===== config.mk =====
export PLATFORM = sky130hd
export DESIGN_NAME = cache_miss_ctrl
export DESIGN_NICKNAME = d
export VERILOG_FILES = /design/src/cache_addr_pkg.sv /design/src/cache_xact_pkg.sv /design/src/cache_miss_ctrl.sv
export VERILOG_INCLUDE_DIRS = /design/src
export SDC_FILE = /design/constraint.sdc
export NUM_CORES = 1
export LEC_CHECK = 0
export ABC_AREA = 0
export BUFFER_PORTS_ARGS = -buffer_cell sky130_fd_sc_hd__buf_2
export CAP_MARGIN = 20
export CORE_AREA = 2 2 262 264
export DETAILED_ROUTE_END_ITERATION = 10
export DIE_AREA = 0 0 264 266
export PLACE_DENSITY = 0.35
export SYNTH_ARGS = -nofsm -noshare
export SYNTH_HDL_FRONTEND = slang
export SYNTH_SLANG_ARGS = --single-unit
export TNS_END_PERCENT = 5

===== constraint.sdc =====
create_clock -name clk -period 9.1 [get_ports clk]
set_input_delay 0.455 -clock clk [delete_from_list [all_inputs] [get_ports clk]]
set_output_delay 0.455 -clock clk [all_outputs]
set_load 0.005 [all_outputs]

===== src/cache_params.svh =====
`ifndef CACHE_PARAMS_SVH
`define CACHE_PARAMS_SVH

// byte offset inside one 32-bit word
`define CACHE_WORD_ADDR_LEN 2

// word select inside a line, 8 words per line
`define CACHE_LINE_ADDR_LEN 3

// set index, 8 sets
`define CACHE_SET_ADDR_LEN 3

// tag bits above the set index
`define CACHE_TAG_ADDR_LEN 10

// associativity
`define CACHE_WAY_CNT 4

// derived counts
`define CACHE_LINE_WORDS (1 << `CACHE_LINE_ADDR_LEN)
`define CACHE_SET_CNT (1 << `CACHE_SET_ADDR_LEN)

// low address bits dropped for a line-aligned address
`define CACHE_OFFSET_LEN (`CACHE_LINE_ADDR_LEN + `CACHE_WORD_ADDR_LEN)

`endif


===== src/cache_addr_pkg.sv =====
`default_nettype none

`include "cache_params.svh"

package cache_addr_pkg;

    // one data word as seen by the cpu
    typedef logic [31:0] word_t;

    // byte lane select, 0 is the most significant byte
    typedef logic [`CACHE_WORD_ADDR_LEN-1:0] byte_off_t;

    // word index inside a line
    typedef logic [`CACHE_LINE_ADDR_LEN-1:0] word_sel_t;

    typedef logic [`CACHE_SET_ADDR_LEN-1:0] set_idx_t;

    typedef logic [`CACHE_TAG_ADDR_LEN-1:0] tag_t;

    typedef logic [$clog2(`CACHE_WAY_CNT)-1:0] way_idx_t;

    // line number in memory, tag on top of set
    typedef logic [`CACHE_TAG_ADDR_LEN+`CACHE_SET_ADDR_LEN-1:0] line_addr_t;

    // low 18 address bits split into their fields, msb first
    typedef struct packed {
        tag_t      tag;
        set_idx_t  set;
        word_sel_t word_sel;
        byte_off_t byte_off;
    } addr_fields_t;

endpackage

`default_nettype wire


===== src/cache_xact_pkg.sv =====
`default_nettype none

`include "cache_params.svh"

package cache_xact_pkg;
    import cache_addr_pkg::*;

    // full line, word 0 in the top slot like the memory port
    typedef word_t [0:`CACHE_LINE_WORDS-1] cache_line_t;

    // unlisted codes are treated as a word store
    typedef enum logic [2:0] {
        STORE_BYTE = 3'd0,
        STORE_HALF = 3'd1,
        STORE_WORD = 3'd2
    } store_type_e;

    // cpu request, held until request_finish
    typedef struct packed {
        logic        read;
        logic        write;
        store_type_e store_type;
        word_t       addr;
        word_t       wdata;
    } cpu_req_t;

    // memory request, one of read or write at a time
    typedef struct packed {
        logic        read;
        logic        write;
        word_t       addr;
        cache_line_t wline;
    } mem_req_t;

    // names one line slot in the arrays
    typedef struct packed {
        set_idx_t set;
        way_idx_t way;
    } line_sel_t;

    typedef enum logic [1:0] {READY, RESPOND, REPLACE_OUT, REPLACE_IN} ctrl_state_e;

endpackage

`default_nettype wire


===== src/cache_miss_ctrl.sv =====
`default_nettype none
`timescale 1ns/100ps

`include "cache_params.svh"

module cache_miss_ctrl
    import cache_addr_pkg::*, cache_xact_pkg::*;
(
    input  wire                clk,
    input  wire                rst,
    input  wire cpu_req_t      cpu_req_i,
    input  wire addr_fields_t  fields_i,
    input  wire                hit_i,
    input  wire way_idx_t      hit_way_i,
    input  wire                victim_valid_i,
    input  wire                victim_dirty_i,
    input  wire tag_t          victim_tag_i,
    input  wire cache_line_t   victim_line_i,
    input  wire                mem_request_finish_i,
    output line_sel_t          ctrl_line_o,
    output logic               fill_o,
    output logic               store_o,
    output logic               load_o,
    output tag_t               fill_tag_o,
    output mem_req_t           mem_req_o,
    output logic               request_finish_o,
    output logic               miss_o
);

    ctrl_state_e state_q;

    // fifo victim pointer, one per set
    way_idx_t rr_ptr_q [`CACHE_SET_CNT];

    // miss context
    set_idx_t    miss_set_q;
    tag_t        miss_tag_q;
    way_idx_t    miss_way_q;

    // memory request fields
    logic        mem_rd_q;
    logic        mem_wr_q;
    word_t       mem_addr_q;
    cache_line_t mem_line_q;

    logic req_valid;
    logic ready_hit;
    logic ready_miss;
    logic victim_wb;

    // line number to byte address, offset bits zero
    function automatic word_t line_to_addr(line_addr_t line);
        return word_t'(line) << `CACHE_OFFSET_LEN;
    endfunction

    assign req_valid  = cpu_req_i.read || cpu_req_i.write;
    assign ready_hit  = (state_q == READY) && req_valid && hit_i;
    assign ready_miss = (state_q == READY) && req_valid && !hit_i;
    // only a valid and dirty victim needs a write-back
    assign victim_wb  = victim_valid_i && victim_dirty_i;

    assign miss_o  = ready_miss;
    // read wins over write if both are raised
    assign load_o  = ready_hit && cpu_req_i.read;
    assign store_o = ready_hit && !cpu_req_i.read && cpu_req_i.write;
    assign fill_o  = (state_q == REPLACE_IN) && mem_request_finish_i;
    assign fill_tag_o = miss_tag_q;

    assign mem_req_o = '{read: mem_rd_q, write: mem_wr_q, addr: mem_addr_q, wline: mem_line_q};

    // in READY point at the hit way, else at the victim
    always_comb
    begin
        if (state_q == READY)
        begin
            ctrl_line_o.set = fields_i.set;
            ctrl_line_o.way = hit_i ? hit_way_i : rr_ptr_q[fields_i.set];
        end
        else
        begin
            ctrl_line_o.set = miss_set_q;
            ctrl_line_o.way = miss_way_q;
        end
    end

    // state, handshake levels and pointers
    always_ff @(posedge clk)
    begin
        if (rst)
        begin
            state_q          <= READY;
            request_finish_o <= 1'b0;
            mem_rd_q         <= 1'b0;
            mem_wr_q         <= 1'b0;
            for (int s = 0; s < `CACHE_SET_CNT; s++)
            begin
                rr_ptr_q[s] <= '0;
            end
        end
        else
        begin
            // finish is a single-cycle pulse
            request_finish_o <= 1'b0;
            case (state_q)
                READY:
                begin
                    if (ready_hit)
                    begin
                        request_finish_o <= 1'b1;
                        state_q          <= RESPOND;
                    end
                    else if (ready_miss && victim_wb)
                    begin
                        mem_wr_q <= 1'b1;
                        state_q  <= REPLACE_OUT;
                    end
                    else if (ready_miss)
                    begin
                        mem_rd_q <= 1'b1;
                        state_q  <= REPLACE_IN;
                    end
                end
                // cpu drops its request during this cycle
                RESPOND:
                begin
                    state_q <= READY;
                end
                REPLACE_OUT:
                begin
                    if (mem_request_finish_i)
                    begin
                        mem_wr_q <= 1'b0;
                        mem_rd_q <= 1'b1;
                        state_q  <= REPLACE_IN;
                    end
                end
                REPLACE_IN:
                begin
                    if (mem_request_finish_i)
                    begin
                        mem_rd_q <= 1'b0;
                        state_q  <= READY;
                        // wrap from the last way back to way 0
                        if (rr_ptr_q[miss_set_q] == way_idx_t'(`CACHE_WAY_CNT - 1))
                        begin
                            rr_ptr_q[miss_set_q] <= '0;
                        end
                        else
                        begin
                            rr_ptr_q[miss_set_q] <= rr_ptr_q[miss_set_q] + 1'b1;
                        end
                    end
                end
                default:
                begin
                    state_q <= READY;
                end
            endcase
        end
    end

    // miss context and memory address/line
    always_ff @(posedge clk)
    begin
        if (ready_miss)
        begin
            miss_set_q <= fields_i.set;
            miss_tag_q <= fields_i.tag;
            miss_way_q <= rr_ptr_q[fields_i.set];
            mem_line_q <= victim_line_i;
            // write-back goes to the victim's own line
            if (victim_wb)
            begin
                mem_addr_q <= line_to_addr({victim_tag_i, fields_i.set});
            end
            else
            begin
                mem_addr_q <= line_to_addr({fields_i.tag, fields_i.set});
            end
        end
        else if ((state_q == REPLACE_OUT) && mem_request_finish_i)
        begin
            // refill address of the pending request
            mem_addr_q <= line_to_addr({miss_tag_q, miss_set_q});
        end
    end

endmodule

`default_nettype wire


==> metrics.md, run 1 <==
| Metric | Value |
|---|---|
| Status | `complete, no violations` |
| Max FO, Critical Path | `96` |
| HPWL after DPL | `28.0 mm` |
| FF-to-FF path depth | `5` |
| Hold Fails Final Rpt | `0` |
| Most area-consuming cells after synthesis | `edfxtp_1 (88%), dfxtp_1 (1.6%), buf_4 (1.5%), nand2_1 (1.2%), mux2i_1 (1.2%)` |
| Maxcap violations | `0` |
| Worst Hold Class | `in2reg` |
| Htree depth | `2` |
| CP endpoint kind | `output pin` |
| Top cell type by total area after synthesis | `edfxtp_1` |
| Synth warn | `0` |
| Initial antenna violation count | `9` |
| RD Place Congestion | `just under 0.8` |
| Vias in the first global route | `6920` |
| Final Max Tran Viols | `0` |
| CTS Hold Bufs | `0` |
| Crit path time final | `3.62 ns` |
| Total wire length | `35.8 mm` |
| Worst-margin pin slew | `0.979 ns` |
| Commonest non-fill, non-tap cells in the layout | `buf_2 (579), edfxtp_1 (300), clkbuf_16 (40)` |
| I/O pin total | `671` |
| Unrepaired setup endpoints after global routing | `false` |
| Detailed Routing Iterations Pass 1 | `4` |
| Crit path arrival time | `3.17 ns` |
| PostCTS Resize Cnt | `0` |
| Clock latency on the worst-skew pair | `approximately 0.54 ns` |
| CORE AREA | `0.0677 mm^2` |
| P_leak | `6.26 nW` |
| Area of the die | `about 0.070 mm^2` |
| R2R setup slack | `5.80 ns` |
| Startpoint types | `flop` |
| Flops & latches, synth | `308` |
| DRC Markers | `0` |
| Post-synthesis cell count | `between 400 and 500` |
| Maximum vdd drop | `~0.0001 V` |
| TNS Setup | `0 ns` |
| Clk root buf | `clkbuf_16` |
| Initial DRC Count | `309` |
| Cell area after synthesis | `slightly above 0.01 mm^2` |
| All-layer global routing usage | `9.59%` |
| Fraction of layout instances using a drive strength above 1 | `57.5%` |
| Hold EP | `mem_req_o[151]$_DFFE_PP_` |
| Growth of design area from synthesis to finish | `49.7%` |
| Crit share post-route | `39.8%` |
| Grt ovf | `0` |
| Async SR Flop Fraction | `0%` |
| Setup skew after layout | `approximately 0.014 ns` |
| Kind of critical path | `reg2out` |
| Setup bufs post-CTS | `0` |
| Placed cell areas | `0.0142 mm^2` |
| Sink Count | `roughly 300` |
| Cell Rows | `96` |
| Pin count of the biggest net entering global routing | `97` |
| Cell area after layout | `0.0154 mm^2` |
| Routed len/inst | `17.8 um` |
| Max Freq | `276 MHz` |
| Finish-stage setup viols | `0` |
| Vias | `around 6.6k` |
| Die Span Y | `266 um` |
| Hold path depth | `1` |
| Number of buffers created by CTS | `39` |
| Post-synth EDFFs | `300` |
| Avg Inst Size Synth | `21.3 um^2` |
| Register clock-pin slew on the reported worst setup and hold paths | `0.06 ns` |
| Seq/Total Area, Yosys | `around 89%` |
| CP Data Required Time | `8.65 ns` |
| TritonCTS clock tree | `yes` |
| Wire length of the first global-routing pass | `48.6 mm` |
| Starting Density | `15.2%` |
| Hold Startpoint | `victim_line_i[151]` |
| Top cell type's share of synthesized area | `87.5%` |
| Post-route antenna net violation count | `0` |
| Leading cell type in the layout, fill and taps excluded | `buf_2` |
| Post-synth cell types | `34` |
| Reg2reg end | `mem_req_o[23]$_DFFE_PP_` |
| Headroom to the max-slew limit | `34.7%` |
| Clk buf depth | `3` |
| DR vias/cell | `3.30` |
| Width of the chip | `264 um` |
| Layout Nets | `1459` |
| PortBufs | `just under 600` |
| Worst r2r src | `state_q[0]$_SDFFE_PP0P_` |
| Main flop type after synthesis | `edfxtp_1` |
| PD cells | `223 mW/mm^2` |
-- metrics by stage --
step | instances | setup slack (ns) | utilization [%] | power (mW) | hold WS, ns
after floorplan | 500 | 1.94 | - | 1.86 | 0.484
after global placement | 1938 | 5.54 | 21.0 | 2.04 | 0.499
after detailed placement | 1938 | 5.50 | 21.0 | 2.04 | 0.506
after CTS | 2004 | 5.45 | 22.7 | 3.52 | 0.0277
after global routing | 2006 | 5.28 | 22.7 | 3.60 | 0.0400
final | 2008 | 5.48 | 22.7 | 3.44 | 0.0844
-- critical path, cell delays in order, from the launching register on --
cell and delay [ns]:
dfxtp_1 0.41, nor3_2 0.32, o21ai_2 0.16, inv_8 0.42, buf_4 0.77, buf_2 0.24
-- registers in the layout (all words and copies together) (netlist names), named ones only --
register and count:
mem_req_o 256, request_finish_o 1, mem_wr_q 1, fill_tag_o 10, rr_ptr_q 16, state_q 2
miss_way_q 2, miss_set_q 3, mem_rd_q 1, mem_addr_q 13
-- report_power, final --
group	switching, mW	leakage (nW)	internal, mW
sequential	0.0301	2.89	1.68
combinational	0.163	2.80	0.124
clock	0.577	0.567	0.863
-- synth_stat cells, types with 2 or more instances --
master     number
edfxtp_1      300
nand2_1        33
nor2_1         24
buf_4          21
o21ai_0        15
mux2i_1        12
nand2b_1        9
dfxtp_1         8
nor3_1          8
mux2_2          7
a21oi_1         5
mux4_1          4
buf_2           3
clkbuf_1        3
nor2b_1         3
a2111oi_0       2
a211oi_1        2
a21o_1          2
and2b_1         2
and3_1          2
inv_1           2
nand3_1         2
o22ai_1         2
-- final cells by class --
cell class,count,area [um^2]
Fill cell,7323,52300
Sequential cell,308,9170
Timing Repair Buffer,584,2940
Tap cell,882,1100
Clock buffer,55,1060
Multi-Input combinational cell,162,997
Clock inverter,11,119
Inverter,2,15.0
Antenna cell,4,10.0
-- worst max-delay path by stage --
stage / start / end / slack, ns / cells after the start
after floorplan: state_q[1]$_SDFFE_PP0P_ / mem_addr_q[5]$_DFFE_PP_ / 1.94 / 5
after CTS: state_q[0]$_SDFFE_PP0P_ / miss_o / 5.45 / 5
after global placement: hit_i / mem_req_o[106]$_DFFE_PP_ / 5.54 / 6
after global routing: state_q[0]$_SDFFE_PP0P_ / miss_o / 5.28 / 5
after detailed placement: hit_i / mem_req_o[136]$_DFFE_PP_ / 5.50 / 6
final: state_q[0]$_SDFFE_PP0P_ / miss_o / 5.48 / 5
-- logic make-up after synthesis --
| kind of cell | count (synthesis) | synth area share (%) |
|---|---|---|
| flip-flops | 308 | 89.1 |
| AO/OA/AOI/OAI | 29 | 1.64 |
| XOR/XNOR | 1 | 0.0851 |
| other | 1 | 0.0364 |
| adder cells (fa/ha/maj) | 1 | 0.122 |
| buffers and inverters | 30 | 1.90 |
| AND/OR/NAND/NOR | 88 | 4.01 |
| multiplexers | 24 | 3.10 |
-- layer usage --
layer,track usage (%),wire [um],part of all wire [%]
met2,17.7,18900,53
met5,0,27,0.075
met1,9.60,12800,36
met3,4.02,3210,9.0
met4,3.36,911,2.5
Note: power is estimated with default switching activity, not from simulation.
==> run 2, diff against run 1 <==
Settings changed: CORE_AREA 2 2 262 264 to 2 2 260 262, DIE_AREA 0 0 264 266 to 0 0 262 264, PLACE_DENSITY 0.35 to 0.37.
Clock period 9.1 ns to 3.17 ns, I/O delays scaled along.
==> run 2 against run 1 <==
Effect of this change:
- worst hold slack worse by 0.037 ns
- clock power increased to 3.0 times the previous value
- utilization rose by 4.9 points
- via count is 17% higher
- register-to-register slack worse by 5.0 ns
- count of clock-buffer cells in the layout shrank 9
- critical path type is now reg2reg
- critical endpoint is now rr_ptr_q[5][1]$_SDFFCE_PN0P_
- largest power group unchanged
==> metrics.md, run 2 (synthesized netlist as in run 1, its figures left out) <==
| Metric | Value |
|---|---|
| Worst-margin pin slew | `0.790 ns (-0.189 ns)` |
| Post-route antenna net violation count | `0 (unchanged)` |
| Final core occ | `27.7% (+4.9 points)` |
| Unrepaired setup endpoints after global routing | `false` |
| HPWL after DPL | `28.9 mm (+3.0%)` |
| Crit path time final | `approximately 2.4 ns` |
| CP endpoint kind | `flop` |
| Cell area after layout | `0.0184 mm^2 (+20%)` |
| Clock latency on the worst-skew pair | `0.53 ns (about the same)` |
| Cell Rows | `95 (-1.0%)` |
| PortBufs | `579 (unchanged)` |
| Crit-path leading delay family | `multiplexers` |
| Clk buf depth | `3 (unchanged)` |
| Layout Nets | `1748 (+20%)` |
| Kind of critical path | `reg2reg` |
| Sink Count | `308 (unchanged)` |
| Area of the die | `0.0692 mm^2 (-1.5%)` |
| RD Place Congestion | `0.753 (-3.3%)` |
| Wire length of the first global-routing pass | `52.7 mm (+8.5%)` |
| Pin count of the biggest net entering global routing | `55 (-43%)` |
| Worst Hold Class | `in2reg` |
| Commonest non-fill, non-tap cells in the layout | `buf_2 (579), edfxtp_1 (300), dlygate4sd3_1 (282)` |
| Starting Density | `15.5% (+0.27 points)` |
| Status | `complete, no violations` |
| I/O pin total | `671 (unchanged)` |
| CP Data Required Time | `3.55 ns (-5.10 ns)` |
| Maximum vdd drop | `0.000354 V (+250%)` |
| Startpoint types | `flop` |
| Max FO, Critical Path | `8 (-92%)` |
| TNS Setup | `0 ns (unchanged)` |
| Crit path arrival time | `2.74 ns (-0.43 ns)` |
| TritonCTS clock tree | `yes` |
| CP Buf/Inv Count | `0 (-3)` |
| Crit share post-route | `74.5%` |
| Growth of design area from synthesis to finish | `79.0%` |
| Hold Fails Final Rpt | `0 (unchanged)` |
| Setup skew after layout | `0.00853 ns (-0.00567 ns)` |
| Total wire length | `38.0 mm (+6.0%)` |
| Detailed Routing Iterations Pass 1 | `4 (unchanged)` |
| Number of buffers created by CTS | `39 (unchanged)` |
| Grt ovf | `0 (unchanged)` |
| Width of the chip | `262 um (-0.76%)` |
| Fraction of layout instances using a drive strength above 1 | `46.9% (-11 points)` |
| Final Max Tran Viols | `0 (unchanged)` |
| CP Cell Sequence | `mux4_1 -> mux2_4 -> ha_1 -> nor2_1 -> nand2_1 -> nor2_1` |
| Initial antenna violation count | `9 (unchanged)` |
| Maxcap violations | `0 (unchanged)` |
| PD cells | `565 mW/mm^2 (+150%)` |
| Finish-stage setup viols | `0 (unchanged)` |
| P_leak | `7.52 nW (+20%)` |
| Headroom to the max-slew limit | `47.2% (+12 points)` |
| Vias in the first global route | `8235 (+19%)` |
| Routed len/inst | `16.6 um (-7.1%)` |
| Setup bufs post-CTS | `0 (unchanged)` |
| Htree depth | `2 (unchanged)` |
| CP max-delay cell | `mux4_1` |
| Initial DRC Count | `463 (+50%)` |
| Die Span Y | `264 um (-0.75%)` |
| Critical Path Most Common Cell | `nor2_1` |
| Max Freq | `around 420 MHz` |
| CORE AREA | `0.0666 mm^2 (-1.7%)` |
| DR vias/cell | `3.38 (+2.2%)` |
| PostCTS Resize Cnt | `0 (unchanged)` |
| All-layer global routing usage | `10.3% (+0.74 points)` |
| Clk root buf | `clkbuf_16` |
| Register clock-pin slew on the reported worst setup and hold paths | `0.05 ns (about the same)` |
| DRC Markers | `0 (unchanged)` |
| Max stage delay on crit path | `0.59 ns (-0.18 ns)` |
| Vias | `7742 (+17%)` |
| Max reg flops | `256 (unchanged)` |
| Leading cell type in the layout, fill and taps excluded | `buf_2` |
| Placed cell areas | `0.0143 mm^2 (+0.85%)` |
| CTS Hold Bufs | `282 (+282)` |
-- run 2: worst paths after layout --
| check | slack [ns] | start | depth (start not counted) | to |
|---|---|---|---|---|
| setup / recovery | 0.81 | flop | 6 | rr_ptr_q[5][1]$_SDFFCE_PN0P_ |
| hold / removal | 0.05 | fields_i[5] | 1 | miss_set_q[0]$_DFFE_PP_ |
| setup reg to reg | 0.81 | flop | 6 | rr_ptr_q[5][1]$_SDFFCE_PN0P_ |
| hold reg to reg | 0.52 | mem_wr_q$_SDFFE_PP0P_ | 2 | mem_wr_q$_SDFFE_PP0P_ |
-- run 2: area by class of cell --
cell class | instances | area [um^2]
antenna | 4 | 10.0
clock buffer | 46 | 1030
clock inverter | 24 | 210
fill | 6905 | 48100
inverter | 2 | 11.3
multi-input combinational | 162 | 1000
sequential | 308 | 9170
tap | 873 | 1090
timing repair buffer | 873 | 5890
-- run 2: layer usage --
| layer | track usage, % | up-vias | part of all wire, % | routed length [um] |
|---|---|---|---|---|
| met4 | 2.89 | 4 | 2.0 | 776 |
| met5 | 0 | - | 0.071 | 27 |
| met2 | 18.7 | 357 | 51 | 19400 |
| met3 | 4.59 | 60 | 11 | 4140 |
| li1 | - | 3654 | - | - |
| met1 | 10.7 | 3667 | 36 | 13600 |
-- run 2: worst reg2reg max path, cell delays in order (launching register included) --
cell and delay, ns:
dfxtp_1 0.44, mux4_1 0.59, mux2_4 0.32, ha_1 0.21
nor2_1 0.22, nand2_1 0.26, nor2_1 0.16
-- run 2: through the flow --
stage / cells / worst slack (ns) / hold WS [ns] / power, mW
4_1_cts: 2288 / 0.803 / 0.000201 / 10.6
5_1_grt: 2290 / 0.648 / 0.0198 / 10.9
2_1_floorplan: 500 / -1.98 / 0.257 / 5.32
3_5_place_dp: 1936 / 0.845 / 0.337 / 5.88
6_report: 2292 / 0.810 / 0.0470 / 10.4
3_3_place_gp: 1936 / 0.788 / 0.335 / 5.88
-- run 2: power breakdown --
part	internal, mW	switching (mW)
clock	2.58	1.76
sequential	4.82	0.0819
combinational	0.615	0.548
==> run 3, diff against run 2 <==
Settings changed: ABC_AREA 0 to 1, CORE_AREA 2 2 260 262 to 2 2 262 264, DIE_AREA 0 0 262 264 to 0 0 264 266.
Clock period 3.17 ns to 2.1 ns, I/O delays scaled along.
==> run 3 against run 2 <==
Effect of this change:
- clock power grew 52%
- combinational power grew 71%
- cell count is 4.4% higher
- synthesized cell count rose by 18%
- setup slack got worse by 0.57 ns
- die area grew 1.5%
- via count rose by 5.7%
- power increased by 54%
- utilization hardly changed
- sequential share of layout area shrank 0.90 points
- flip-flop and latch count did not move
- global-route usage shrank 0.11 points
- critical endpoint is now miss_o
==> metrics.md, run 3 <==
| Metric | Value |
|---|---|
| TNS Setup | `0 ns (unchanged)` |
| Setup skew after layout | `0.0146 ns (+0.00610 ns)` |
| Async SR Flop Fraction | `0% (unchanged)` |
| Startpoint types | `flop` |
| Fraction of layout instances using a drive strength above 1 | `45.7% (-1.1 points)` |
| Initial antenna violation count | `3 (-6)` |
| Top cell type by total area after synthesis | `edfxtp_1` |
| Commonest non-fill, non-tap cells in the layout | `buf_2 (578), edfxtp_1 (300), dlygate4sd3_1 (281)` |
| Hold EP | `mem_rd_q$_SDFFE_PP0P_` |
| PD cells | `853 mW/mm^2 (+51%)` |
| Routed len/inst | `15.9 um (-4.3%)` |
| Pin count of the biggest net entering global routing | `53 (-3.6%)` |
| DP Cell Count | `2043 (+5.5%)` |
| All-layer global routing usage | `10.2% (-0.11 points)` |
| Max Freq | `537 MHz` |
| Htree depth | `2 (unchanged)` |
| Reg2reg end | `mem_req_o[16]$_DFFE_PP_` |
| Crit share post-route | `88.8%` |
| Seq/Total Area, Yosys | `87.6% (-1.5 points)` |
| Post-synthesis cell count | `568 (+18%)` |
| Register clock-pin slew on the reported worst setup and hold paths | `0.05 ns (about the same)` |
| Layout Nets | `1846 (+5.6%)` |
| Final Max Tran Viols | `0 (unchanged)` |
| Top-count cell post-synth | `edfxtp_1` |
| Detailed Routing Iterations Pass 1 | `4 (unchanged)` |
| Post-synth cell types | `31 (-8.8%)` |
| Sink Count | `308 (unchanged)` |
| Area of the die | `0.0702 mm^2 (+1.5%)` |
| Sequential cell area | `0.00917 mm^2 (about the same)` |
| Post-synth EDFFs | `300 (unchanged)` |
| Flops & latches, synth | `308 (unchanged)` |
| Clk buf depth | `3 (unchanged)` |
| HPWL after DPL | `28.9 mm (+0.27%)` |
| Maximum vdd drop | `0.000435 V (+23%)` |
| Post-route antenna net violation count | `0 (unchanged)` |
| Most area-consuming cells after synthesis | `edfxtp_1 (86%), nand2_1 (2.5%), nor2_1 (1.8%), dfxtp_1 (1.5%), buf_4 (1.5%)` |
| CP Data Required Time | `2.00 ns (-1.55 ns)` |
| Synth warn | `0 (unchanged)` |
| Status | `complete, no violations` |
| # fillers | `7079 (+2.5%)` |
| Crit path arrival time | `1.76 ns (-0.98 ns)` |
| CP max-delay cell | `dfxtp_2` |
| DR vias/cell | `3.42 (+1.2%)` |
| Hold Startpoint | `hit_i` |
| RD Place Congestion | `0.801 (+6.3%)` |
| Unrepaired setup endpoints after global routing | `false` |
| Main flop type after synthesis | `edfxtp_1` |
| Width of the chip | `264 um (+0.76%)` |
| Hold Fails Final Rpt | `0 (unchanged)` |
| Worst r2r src | `state_q[0]$_SDFFE_PP0P_` |
| Non-filler cells, final | `2393 (+4.4%)` |
| Max reg flops | `256 (unchanged)` |
| CORE AREA | `0.0677 mm^2 (+1.8%)` |
| Worst-margin pin slew | `0.568 ns (-0.222 ns)` |
| R2R setup slack | `0.25 ns (-0.56 ns)` |
| Maxcap violations | `0 (unchanged)` |
| CP Buf/Inv Count | `3 (+3)` |
| Finish-stage setup viols | `0 (unchanged)` |
| Top cell type's share of synthesized area | `86.1% (-1.5 points)` |
| FF-to-FF path depth | `6 (unchanged)` |
| DRC Markers | `0 (unchanged)` |
| Clock latency on the worst-skew pair | `0.54 ns (about the same)` |
| Max FO, Critical Path | `17 (+9)` |
| Number of buffers created by CTS | `38 (-2.6%)` |
| Vias in the first global route | `8510 (+3.3%)` |
| Grt ovf | `0 (unchanged)` |
| Cell area after synthesis | `0.0105 mm^2 (+1.7%)` |
| Clk root buf | `clkbuf_16` |
| Total wire length | `38.0 mm (about the same)` |
| Ant. Diodes | `0 (-4)` |
| Crit path time final | `1.86 ns` |
| CP endpoint kind | `output pin` |
| Wire length of the first global-routing pass | `54.1 mm (+2.6%)` |
| Cell Rows | `96 (+1.1%)` |
| Worst Hold Class | `in2reg` |
| PortBufs | `579 (unchanged)` |
| Multi-input gate area | `0.00105 mm^2 (+4.5%)` |
| Headroom to the max-slew limit | `62.1% (+15 points)` |
| Leading cell type in the layout, fill and taps excluded | `buf_2` |
| Post-synth top cells | `edfxtp_1 (300), nand2_1 (70), nor2_1 (50)` |
| Starting Density | `15.5% (about the same)` |
| TritonCTS clock tree | `yes` |
| CP Cell Sequence | `nor2_4 -> nand2_4 -> nor2_8 -> buf_12 -> buf_4 -> buf_2` |
| Growth of design area from synthesis to finish | `79.2%` |
| Kind of critical path | `reg2out` |
| Die Span Y | `266 um (+0.76%)` |
| Crit-path leading delay family | `buffers and inverters` |
| Initial DRC Count | `361 (-22%)` |
| Avg Inst Size Synth | `18.4 um^2 (-14%)` |
| P_leak | `7.79 nW (+3.5%)` |
| Max stage delay on crit path | `0.35 ns (-0.24 ns)` |
| I/O pin total | `671 (unchanged)` |
| Hold path depth | `4 (+3)` |
| Vias | `8183 (+5.7%)` |
-- run 3: what timing repair did --
action / in CTS / in global routing
endpoints found under the hold margin: 282 / 0
resized for setup: 0 / 4
setup buffers: 1 / 0
hold buffers: 281 / 0
cloned: 1 / 0
setup endpoints to repair: 1 / 17
pin swaps: 1 / 1
-- run 3: worst max path at each step --
| stage | start | slack, ns | end | cells past startpoint |
|---|---|---|---|---|
| 5_1_grt | fields_i[5] | 0.08 | ctrl_line_o[1] | 9 |
| 4_1_cts | flop | 0.12 | rr_ptr_q[2][0]$_SDFFCE_PN0P_ | 11 |
| 3_5_place_dp | flop | 0.14 | rr_ptr_q[7][0]$_SDFFCE_PN0P_ | 11 |
| 3_3_place_gp | flop | 0.15 | rr_ptr_q[7][0]$_SDFFCE_PN0P_ | 11 |
| 6_report | state_q[0]$_SDFFE_PP0P_ | 0.24 | miss_o | 6 |
| 2_1_floorplan | state_q[0]$_SDFFE_PP0P_ | -1.72 | mem_addr_q[10]$_DFFE_PP_ | 6 |
-- run 3: report_power, final --
group	internal, mW	switching (mW)	total, mW	leakage, nW
Combinational	1.01	0.963	1.98	4.28
Clock	4.01	2.56	6.58	0.612
Sequential	7.32	0.135	7.46	2.89
Total	12.4	3.66	16.0	7.79
-- run 3: final cells by class --
cell class              count  share of cell area [%]
well taps                 882                    5.88
clock buffers              44                    5.30
repair buffers            888                    32.2
inverters                  38                   0.760
flip-flops and latches    308                    48.9
clock inverters            23                    1.41
multi-input cells         210                    5.59
-- run 3: per-stage QoR --
| stage | area [um^2] | total power, mW | util, % | hold slack, ns | setup WS (ns) |
|---|---|---|---|---|---|
| floorplan | 10600 | 8.14 | - | 0.160 | -1.72 |
| global placement | 14600 | 9.12 | 21.6 | 0.281 | 0.154 |
| detailed placement | 14600 | 9.13 | 21.6 | 0.283 | 0.135 |
| CTS | 18700 | 16.3 | 27.7 | 0.0311 | 0.121 |
| global route | 18800 | 16.7 | 27.7 | 0.0979 | 0.0809 |
| finish | 18800 | 16.0 | 27.7 | 0.0800 | 0.236 |
-- run 3: metal layers --
metal	routed length (um)	track usage, %	share of wire [%]	vias to the layer above
met3	2680	2.90	7.1	56
met1	14900	11.6	39	3939
met4	814	3.09	2.1	4
met2	19500	18.5	51	308
li1	-	-	-	3876
met5	23	0	0.061	-
-- run 3: cells by family (layout without fill, tap and decap cells) --
| kind of cell | Yosys count | in the layout | share of synthesized area [%] |
|---|---|---|---|
| flops | 308 | 308 | 87.6 |
| simple gates | 152 | 152 | 6.33 |
| buf+inv | 68 | 993 | 3.29 |
| compound gates | 38 | 38 | 2.64 |
| fa+ha+maj | 1 | 1 | 0.119 |
| other cells | 1 | 19 | 0.0358 |
-- run 3: tightest hold or removal path, stage by stage --
cell and delay [ns]:
buf_2 0.18, o21ai_0 0.12, nand4_1 0.09, a21oi_1 0.06
